==> src/common/clint_map_pkg.sv <==
package clint_map_pkg;

  // word offsets on the local timer bus
  typedef logic [3:0] clint_addr_t;

  localparam clint_addr_t clint_msip        = 4'h0;
  localparam clint_addr_t clint_mtimecmp_lo = 4'h2;
  localparam clint_addr_t clint_mtimecmp_hi = 4'h3;
  localparam clint_addr_t clint_mtime_lo    = 4'h4;
  localparam clint_addr_t clint_mtime_hi    = 4'h5;

endpackage

==> src/common/csr_arch_pkg.sv <==
package csr_arch_pkg;

  typedef logic [11:0] csr_addr_t;
  typedef logic [1:0] priv_mode_t;
  typedef logic [3:0] cause_code_t;

  // machine CSR addresses
  localparam csr_addr_t csr_mstatus       = 12'h300;
  localparam csr_addr_t csr_misa          = 12'h301;
  localparam csr_addr_t csr_mie           = 12'h304;
  localparam csr_addr_t csr_mtvec         = 12'h305;
  localparam csr_addr_t csr_mcounteren    = 12'h306;
  localparam csr_addr_t csr_mcountinhibit = 12'h320;
  localparam csr_addr_t csr_mscratch      = 12'h340;
  localparam csr_addr_t csr_mepc          = 12'h341;
  localparam csr_addr_t csr_mcause        = 12'h342;
  localparam csr_addr_t csr_mtval         = 12'h343;
  localparam csr_addr_t csr_mip           = 12'h344;
  localparam csr_addr_t csr_mcycle        = 12'hb00;
  localparam csr_addr_t csr_minstret      = 12'hb02;
  localparam csr_addr_t csr_mcycleh       = 12'hb80;
  localparam csr_addr_t csr_minstreth     = 12'hb82;

  // read-only identity registers
  localparam csr_addr_t csr_mvendorid     = 12'hf11;
  localparam csr_addr_t csr_marchid       = 12'hf12;
  localparam csr_addr_t csr_mimpid        = 12'hf13;
  localparam csr_addr_t csr_mhartid       = 12'hf14;

  localparam priv_mode_t u_mode = 2'b00;
  localparam priv_mode_t m_mode = 2'b11;

  // interrupt cause codes, mcause[31] set on top of these
  localparam cause_code_t interrupt_mach_soft   = 4'd3;
  localparam cause_code_t interrupt_mach_timer  = 4'd7;
  localparam cause_code_t interrupt_mach_extern = 4'd11;

  // mxl = 1 (rv32), extensions I and M, user mode
  localparam logic [31:0] misa_value = 32'h4010_1100;

  // mstatus fields
  localparam int status_mie_pos  = 3;
  localparam int status_mpie_pos = 7;
  localparam int status_mpp_lo   = 11;
  localparam int status_mpp_hi   = 12;

  // mie enables, same layout in mip
  localparam int msie_pos = 3;
  localparam int mtie_pos = 7;
  localparam int meie_pos = 11;

endpackage
==> src/design/machine_ctrl_top.sv <==
`timescale 1ns/1ps

module machine_ctrl_top
  import csr_arch_pkg::*;
  import clint_map_pkg::*;
#(
  parameter logic [31:0] hart_id = 32'h0,
  parameter int tick_divide = 1
) (
  input  logic        clock,
  input  logic        reset,
  input  logic        crden,
  input  csr_addr_t   craddr,
  output logic [31:0] crdata,
  input  logic        cwren,
  input  csr_addr_t   cwaddr,
  input  logic [31:0] cwdata,
  input  logic        valid,
  input  logic        exception,
  input  cause_code_t ecause,
  input  logic [31:0] epc,
  input  logic [31:0] etval,
  input  logic        mret_req,
  input  logic        bus_wren,
  input  logic        bus_rden,
  input  clint_addr_t bus_addr,
  input  logic [31:0] bus_wdata,
  output logic [31:0] bus_rdata,
  input  logic        meip,
  output logic        trap,
  output logic        mret,
  output priv_mode_t  mode,
  output logic [31:0] trap_vector,
  output logic [31:0] mepc
);

  logic        mstatus_mie;
  logic [2:0]  mie_bits;
  logic [2:0]  mip_bits;
  logic        take_trap;
  cause_code_t trap_cause;
  logic        trap_is_interrupt;
  logic        mtip;
  logic        msip;

  csr_file #(
    .hart_id(hart_id)
  ) u_csr (
    .clock(clock), .reset(reset),
    .crden(crden), .craddr(craddr), .crdata(crdata),
    .cwren(cwren), .cwaddr(cwaddr), .cwdata(cwdata),
    .valid(valid), .exception(exception), .ecause(ecause),
    .epc(epc), .etval(etval), .mret_req(mret_req),
    .meip(meip), .mtip(mtip), .msip(msip),
    .take_trap(take_trap), .trap_cause(trap_cause),
    .trap_is_interrupt(trap_is_interrupt),
    .mstatus_mie(mstatus_mie), .mie_bits(mie_bits), .mip_bits(mip_bits),
    .trap(trap), .mret(mret), .mode(mode), .trap_vector(trap_vector),
    .mepc(mepc), .minstret()
  );

  csr_trap_arbiter u_arbiter (
    .mstatus_mie(mstatus_mie), .mie_bits(mie_bits), .mip_bits(mip_bits),
    .valid(valid), .exception(exception), .ecause(ecause),
    .take_trap(take_trap), .trap_cause(trap_cause),
    .trap_is_interrupt(trap_is_interrupt)
  );

  clint_timer #(
    .tick_divide(tick_divide)
  ) u_clint (
    .clock(clock), .reset(reset),
    .bus_wren(bus_wren), .bus_rden(bus_rden), .bus_addr(bus_addr),
    .bus_wdata(bus_wdata), .bus_rdata(bus_rdata),
    .mtip(mtip), .msip(msip)
  );

endmodule

==> src/clint/clint_timer.sv <==
`timescale 1ns/1ps

module clint_timer
  import clint_map_pkg::*;
#(
  parameter int tick_divide = 1
) (
  input  logic        clock,
  input  logic        reset,
  input  logic        bus_wren,
  input  logic        bus_rden,
  input  clint_addr_t bus_addr,
  input  logic [31:0] bus_wdata,
  output logic [31:0] bus_rdata,
  output logic        mtip,
  output logic        msip
);

  localparam int presc_w = (tick_divide > 1) ? $clog2(tick_divide) : 1;
  localparam logic [presc_w-1:0] presc_last = presc_w'(tick_divide - 1);

  logic [presc_w-1:0] presc;
  logic               tick;
  logic [63:0]        mtime;
  logic [63:0]        mtimecmp;
  logic               msip_reg;

  // with tick_divide of 1 the prescaler stays at zero and ticks every cycle
  assign tick = (presc == presc_last);

  always_ff @(posedge clock) begin
    if (reset) begin
      presc <= '0;
    end else if (tick) begin
      presc <= '0;
    end else begin
      presc <= presc + 1'b1;
    end
  end

  // a bus write to either half wins over the tick
  always_ff @(posedge clock) begin
    if (reset) begin
      mtime <= '0;
    end else if (bus_wren && bus_addr == clint_mtime_lo) begin
      mtime <= {mtime[63:32], bus_wdata};
    end else if (bus_wren && bus_addr == clint_mtime_hi) begin
      mtime <= {bus_wdata, mtime[31:0]};
    end else if (tick) begin
      mtime <= mtime + 64'd1;
    end
  end

  always_ff @(posedge clock) begin
    if (reset) begin
      mtimecmp <= '1;
      msip_reg <= 1'b0;
    end else if (bus_wren) begin
      case (bus_addr)
        clint_msip: msip_reg <= bus_wdata[0];
        clint_mtimecmp_lo: mtimecmp[31:0] <= bus_wdata;
        clint_mtimecmp_hi: mtimecmp[63:32] <= bus_wdata;
        default: ;
      endcase
    end
  end

  always_comb begin
    bus_rdata = '0;
    if (bus_rden) begin
      case (bus_addr)
        clint_msip: bus_rdata = {31'b0, msip_reg};
        clint_mtimecmp_lo: bus_rdata = mtimecmp[31:0];
        clint_mtimecmp_hi: bus_rdata = mtimecmp[63:32];
        clint_mtime_lo: bus_rdata = mtime[31:0];
        clint_mtime_hi: bus_rdata = mtime[63:32];
        default: bus_rdata = '0;
      endcase
    end
  end

  assign mtip = (mtime >= mtimecmp);
  assign msip = msip_reg;

endmodule

==> src/csr/csr_file.sv <==
`timescale 1ns/1ps

module csr_file
  import csr_arch_pkg::*;
#(
  parameter logic [31:0] hart_id = 32'h0
) (
  input  logic        clock,
  input  logic        reset,
  input  logic        crden,
  input  csr_addr_t   craddr,
  output logic [31:0] crdata,
  input  logic        cwren,
  input  csr_addr_t   cwaddr,
  input  logic [31:0] cwdata,
  input  logic        valid,
  input  logic        exception,
  input  cause_code_t ecause,
  input  logic [31:0] epc,
  input  logic [31:0] etval,
  input  logic        mret_req,
  input  logic        meip,
  input  logic        mtip,
  input  logic        msip,
  input  logic        take_trap,
  input  cause_code_t trap_cause,
  input  logic        trap_is_interrupt,
  output logic        mstatus_mie,
  output logic [2:0]  mie_bits,
  output logic [2:0]  mip_bits,
  output logic        trap,
  output logic        mret,
  output priv_mode_t  mode,
  output logic [31:0] trap_vector,
  output logic [31:0] mepc,
  output logic [63:0] minstret
);

  logic        mstatus_mpie;
  priv_mode_t  mstatus_mpp;
  logic [31:0] mtvec;
  logic [31:0] mscratch;
  logic [31:0] mcause;
  logic [31:0] mtval;
  logic [31:0] mcounteren;
  logic [31:0] mcountinhibit;
  logic [63:0] mcycle;
  logic        trap_int;
  logic [31:0] status_word;
  logic [31:0] mie_word;
  logic [31:0] mip_word;
  priv_mode_t  new_mpp;

  assign new_mpp = cwdata[status_mpp_hi:status_mpp_lo];

  // packed views, mie_bits/mip_bits are ordered {external, timer, software}
  always_comb begin
    status_word = '0;
    status_word[status_mie_pos] = mstatus_mie;
    status_word[status_mpie_pos] = mstatus_mpie;
    status_word[status_mpp_hi:status_mpp_lo] = mstatus_mpp;
    mie_word = '0;
    mie_word[meie_pos] = mie_bits[2];
    mie_word[mtie_pos] = mie_bits[1];
    mie_word[msie_pos] = mie_bits[0];
    mip_word = '0;
    mip_word[meie_pos] = mip_bits[2];
    mip_word[mtie_pos] = mip_bits[1];
    mip_word[msie_pos] = mip_bits[0];
  end

  always_comb begin
    crdata = '0;
    if (crden) begin
      case (craddr)
        csr_mstatus:       crdata = status_word;
        csr_misa:          crdata = misa_value;
        csr_mie:           crdata = mie_word;
        csr_mtvec:         crdata = mtvec;
        csr_mscratch:      crdata = mscratch;
        csr_mepc:          crdata = mepc;
        csr_mcause:        crdata = mcause;
        csr_mtval:         crdata = mtval;
        csr_mip:           crdata = mip_word;
        csr_mcycle:        crdata = mcycle[31:0];
        csr_mcycleh:       crdata = mcycle[63:32];
        csr_minstret:      crdata = minstret[31:0];
        csr_minstreth:     crdata = minstret[63:32];
        csr_mcounteren:    crdata = mcounteren;
        csr_mcountinhibit: crdata = mcountinhibit;
        csr_mvendorid:     crdata = '0;
        csr_marchid:       crdata = '0;
        csr_mimpid:        crdata = '0;
        csr_mhartid:       crdata = hart_id;
        default:           crdata = '0;
      endcase
    end
  end

  // vectored mode only offsets interrupt entries
  always_comb begin
    if (mtvec[1:0] == 2'b01 && trap_int) begin
      trap_vector = {mtvec[31:2] + {26'b0, mcause[3:0]}, 2'b00};
    end else begin
      trap_vector = {mtvec[31:2], 2'b00};
    end
  end

  always_ff @(posedge clock) begin
    if (reset) begin
      mstatus_mie <= 1'b0;
      mstatus_mpie <= 1'b0;
      mstatus_mpp <= m_mode;
      mode <= m_mode;
      mie_bits <= '0;
      mip_bits <= '0;
      mtvec <= '0;
      mcounteren <= '0;
      mcountinhibit <= '0;
      mcycle <= '0;
      minstret <= '0;
      trap <= 1'b0;
      trap_int <= 1'b0;
      mret <= 1'b0;
    end else begin
      // pending lines arrive one cycle late
      mip_bits <= {meip, mtip, msip};
      trap <= take_trap;
      trap_int <= take_trap & trap_is_interrupt;
      mret <= mret_req & ~take_trap;

      if (!mcountinhibit[0]) begin
        mcycle <= mcycle + 64'd1;
      end
      if (valid && !mcountinhibit[2]) begin
        minstret <= minstret + 64'd1;
      end

      if (cwren) begin
        case (cwaddr)
          csr_mstatus: begin
            mstatus_mie <= cwdata[status_mie_pos];
            mstatus_mpie <= cwdata[status_mpie_pos];
            // mpp keeps its value unless a supported mode is written
            if (new_mpp == m_mode || new_mpp == u_mode) begin
              mstatus_mpp <= new_mpp;
            end
          end
          csr_mie: mie_bits <= {cwdata[meie_pos], cwdata[mtie_pos], cwdata[msie_pos]};
          csr_mtvec: mtvec <= cwdata;
          csr_mcycle: mcycle[31:0] <= cwdata;
          csr_mcycleh: mcycle[63:32] <= cwdata;
          csr_minstret: minstret[31:0] <= cwdata;
          csr_minstreth: minstret[63:32] <= cwdata;
          csr_mcounteren: mcounteren <= cwdata;
          csr_mcountinhibit: mcountinhibit <= cwdata;
          default: ;
        endcase
      end

      if (take_trap) begin
        mstatus_mpie <= mstatus_mie;
        mstatus_mie <= 1'b0;
        mstatus_mpp <= mode;
        mode <= m_mode;
      end else if (mret_req) begin
        mstatus_mie <= mstatus_mpie;
        mstatus_mpie <= 1'b1;
        mode <= mstatus_mpp;
        mstatus_mpp <= u_mode;
      end
    end
  end

  // trap payload
  always_ff @(posedge clock) begin
    if (cwren) begin
      case (cwaddr)
        csr_mscratch: mscratch <= cwdata;
        csr_mepc: mepc <= cwdata;
        csr_mcause: mcause <= cwdata;
        csr_mtval: mtval <= cwdata;
        default: ;
      endcase
    end
    if (take_trap) begin
      mepc <= epc;
      mcause <= {trap_is_interrupt, 27'b0, trap_cause};
      mtval <= exception ? etval : 32'h0;
    end
  end

endmodule

==> src/csr/csr_trap_arbiter.sv <==
`timescale 1ns/1ps

module csr_trap_arbiter
  import csr_arch_pkg::*;
(
  input  logic        mstatus_mie,
  input  logic [2:0]  mie_bits,
  input  logic [2:0]  mip_bits,
  input  logic        valid,
  input  logic        exception,
  input  cause_code_t ecause,
  output logic        take_trap,
  output cause_code_t trap_cause,
  output logic        trap_is_interrupt
);

  // both vectors are ordered {external, timer, software}
  logic [2:0] active;
  logic       irq_ok;

  assign active = mie_bits & mip_bits;

  // interrupts only land on a retiring instruction with global enable set
  assign irq_ok = valid & mstatus_mie & (|active);

  always_comb begin
    take_trap = 1'b0;
    trap_cause = '0;
    trap_is_interrupt = 1'b0;
    if (exception) begin
      take_trap = 1'b1;
      trap_cause = ecause;
    end else if (irq_ok) begin
      take_trap = 1'b1;
      trap_is_interrupt = 1'b1;
      if (active[2]) begin
        trap_cause = interrupt_mach_extern;
      end else if (active[1]) begin
        trap_cause = interrupt_mach_timer;
      end else begin
        trap_cause = interrupt_mach_soft;
      end
    end
  end

endmodule

==> config.mk <==
export PLATFORM = sky130hd
export DESIGN_NAME = machine_ctrl_top
export DESIGN_NICKNAME = d
export VERILOG_FILES = /design/src/common/clint_map_pkg.sv /design/src/common/csr_arch_pkg.sv /design/src/design/machine_ctrl_top.sv /design/src/clint/clint_timer.sv /design/src/csr/csr_file.sv /design/src/csr/csr_trap_arbiter.sv
export SDC_FILE = /design/constraint.sdc
export NUM_CORES = 1
export LEC_CHECK = 0
export ABC_AREA = 1
export BUFFER_PORTS_ARGS = -buffer_cell sky130_fd_sc_hd__buf_2
export CORE_MARGIN = 2
export CORE_UTILIZATION = 30
export DETAILED_ROUTE_END_ITERATION = 8
export SETUP_SLACK_MARGIN = 0.3
export SKIP_LAST_GASP = 1
export SYNTH_ARGS = -nofsm -noshare
export SYNTH_HDL_FRONTEND = slang
export SYNTH_SLANG_ARGS = --single-unit
==> constraint.sdc <==
create_clock -name clock -period 10.2 [get_ports clock]
set_input_delay 1.02 -clock clock [delete_from_list [all_inputs] [get_ports clock]]
set_output_delay 1.02 -clock clock [all_outputs]
set_load 0.01 [all_outputs]
==> summary.md <==
| Metric | Value |
|---|---|
| Final hold violations | 0 |
| Peak Freq | 197.6 MHz |
| Die height | between 300 and 400 um |
| Die Wd | roughly 330 um |
| Post-CTS Resized | 0 |
| Fill cell count | between 10000 and 15000 |
| Worst path required time | slightly above 9 ns |
| Worst-case reg-to-reg path depth | 9 |
| Final setup viols | 0 |
| Met2 WL | 71870 um |
| Metal3 WL | approximately 15000 um |
| Final Skew | roughly 0.032 ns |
| Cts bufs inserted | 67 |
| Hold-critical path endpoint | u_csr.mip_bits[0] |
| Internal reg-to-reg setup slack | roughly 7.1 ns |
| Critical Path AT | around 4 ns |
| Register area | between 10000 and 15000 um2 |
| CTS clk-pin slew, worst paths | about 0.05 ns |
| Max_slew headroom | 24.66% |
| Clk buf depth | 3 |
| Vias post-DR | ~35000 |
| Startpoint types | primary input |
| RSZ-0062 raised after global routing | false |
| Final ANT Viol Nets | 0 |
| Ranking of synthesized cells by area | dfxtp_1, nand2_1, edfxtp_1, inv_1, nor2_1 |
| First-pass GRT wire length | between 200000 and 250000 um |
| Run status | completed |
| Post-Synthesis Cells | about 4800 |
| HP Class | flop to flop |
| Hold slack final | ~0.46 ns |
| Share of cells above drive strength 1 | approximately 11% |
| Antenna violations before repair | 5 |
| Row count | around 120 |
| Tcrit/Tclk final | 49.60% |
| Post-DP HPWL | 126700 um |
| Largest net degree at the start of global routing | 178 |
| R2r endpoint | u_csr.mcause[12] |
| Area Overhead vs Synth | 15.67% |
| Synth area leader | dfxtp_1 |
| DRT iter0 DRCs | ~4600 |
| # IOs | 302 |
| Worst-path maximum fanout | 32 |
| Max-cap viol count | 0 |
| Final Wtd Congestion | ~1.1 |
| Mapped Avg Cell Area | about 6.6 um2 |
| Root Buffer | clkbuf_16 |
| Top cell type's share of synthesized area | 25.02% |
| Clk_lat worst skew | between 0.6 and 0.7 ns |
| Area of the multi-input gates | ~17000 um2 |
| Crit Path Class | primary input to primary output |
| Pwr dens | about 130 nW/um2 |
| Hold path startpoint | u_clint.msip |
| Port buffer count | 299 |
| Routed WL | 165600 um |
| Nets@finish | 5251 |
| Total core area | 105000 um2 |
| Vias per cell | 5.491 |
| Htree depth | 3 |
| Drt drc | 0 |
| Post-CTS setup buffers | 0 |
| # hold bufs at CTS | 0 |
| Finished Core Util | between 30% and 40% |
| Maximum VDD drop | 0.0001129 V |
| Yosys Warn Count | 0 |
| Post-synthesis sequential area ratio | about a third |
| Post-synth cell types | 60 |
| Total negative slack | 0 ns |
| CP endpoint kind | primary output |
| Avg WL per Cell | roughly 26 um |
| CTS tree | yes |
| Vias in the first global route | about 33000 |
| Mapped Area | 31680 um2 |
| Initial Util | 30.18% |
| Seq cells post-synth | between 400 and 500 |
| LEAKAGE | about 15 nW |
| Final Max Tran Viols | 0 |
| Tmin final | 5.060 ns |
| Hold Path Stages | 2 |
| Aggregate global-route resource usage | around 30% |
| CTS Sinks | between 400 and 500 |
| Actual transition at the worst max-transition pin | about 1.1 ns |
| 1st-pass router iterations | 7 |
| GRT Residual Overflow | 0 |
| DR top layer | met5 |
| Area of the die | between 100000 and 150000 um2 |
| RR Startpoint | u_csr.mip_bits[2] |
| Metal-1 WL | 67180 um |
==> Yosys cell counts (all sizes together) <==
cell	count
and2	3
nor4	6
a311oi	1
a221oi	32
buf	98
o211ai	64
nor2	684
and3b	1
o21bai	10
o41ai	1
and3	3
o21ai	217
nand3	346
nor3	99
o211a	1
inv	665
a21oi	232
a31o	1
a22oi	29
nand4	113
o21a	6
clkbuf	99
o2111ai	2
xor2	77
a32oi	1
a211oi	101
xnor2	5
ha	71
dfxtp	396
fa	1
edfxtp	101
a31oi	16
o22ai	89
nor3b	4
nand3b	11
a21boi	1
a22o	1
o221ai	30
conb	1
clkinv	4
a21o	1
or2	1
nand2	1171
==> final cells by class <==
cell class	instances	share of cell area (%)
Inverter	669	6.856
Tap cell	1391	4.749
Timing Repair Buffer	339	4.964
Multi-Input combinational cell	3435	47.45
Clock inverter	33	0.9355
Sequential cell	497	29.91
Clock buffer	89	5.135
Antenna cell	1	0.006828
==> per-layer routing <==
metal | global-route usage, % | up-vias
li1 | - | 16300
met1 | 38.39 | 16790
met2 | 46.31 | 1966
met3 | 5.287 | 384
met4 | 16.91 | 4
met5 | 0 | -
==> worst max path at each step <==
stage / start / end / slack [ns] / cells past startpoint
5_1_grt: craddr[7] / crdata[23] / 4.92 / 11
4_1_cts: craddr[7] / crdata[7] / 5.23 / 11
3_3_place_gp: craddr[7] / crdata[27] / 5.31 / 11
2_1_floorplan: cwaddr[5] / u_csr.mtval[0] / 4.72 / 7
3_5_place_dp: craddr[7] / crdata[7] / 5.24 / 11
6_report: craddr[7] / crdata[12] / 5.14 / 11
==> logic make-up after synthesis <==
kind of cell | after synthesis | share of synthesized area, %
compound gates | 836 | 16.57
xor+xnor | 82 | 2.267
fa+ha+maj | 72 | 2.867
buf+inv | 866 | 10.77
flops | 497 | 34.60
other cells | 1 | 0.01184
simple gates | 2442 | 32.92
==> through the flow <==
step | instances | cell area, um2 | power (W) | worst slack (ns)
after floorplan | 4798 | 31690 | 0.002270 | 4.718
after global placement | 6331 | 34420 | 0.002486 | 5.306
after detailed placement | 6331 | 34420 | 0.002486 | 5.238
after CTS | 6453 | 36650 | 0.004913 | 5.235
after global routing | 6453 | 36650 | 0.005011 | 4.918
final | 6454 | 36650 | 0.004901 | 5.140
==> cells in the final DEF, fill, tap and decap left out, types with 14 or more instances in the layout <==
master / count
nor2_1: 648
nand2_1: 1155
a211oi_2: 28
clkbuf_16: 69
o211ai_1: 64
o221ai_1: 30
nor3_1: 85
o22ai_1: 89
a31oi_1: 16
nor2_4: 14
ha_1: 71
dfxtp_1: 396
nand4_1: 112
edfxtp_1: 101
xor2_1: 77
buf_2: 298
inv_1: 656
a21oi_1: 232
nand2_2: 16
buf_4: 39
a221oi_1: 32
o21ai_0: 211
a22oi_1: 29
nand3_1: 340
a211oi_1: 73
nor2_2: 21
==> power by group <==
group	internal [W]	leakage [nW]	switching, W
sequential	0.00205	4.16	0.0000438
combinational	0.0000857	10.1	0.000279
clock	0.00142	1.08	0.00103
==> worst max-delay path, stage by stage <==
cell      delay, ns
buf_2          0.09
inv_1          0.10
nand2_1        0.11
nor2_1         0.45
nand3_2        0.84
nand4_1        0.37
nor2_1         0.06
nand3b_1       0.11
nand2_2        0.43
nor2_1         0.27
buf_2          0.16
No activity file was read; power rests on OpenSTA's default activity.
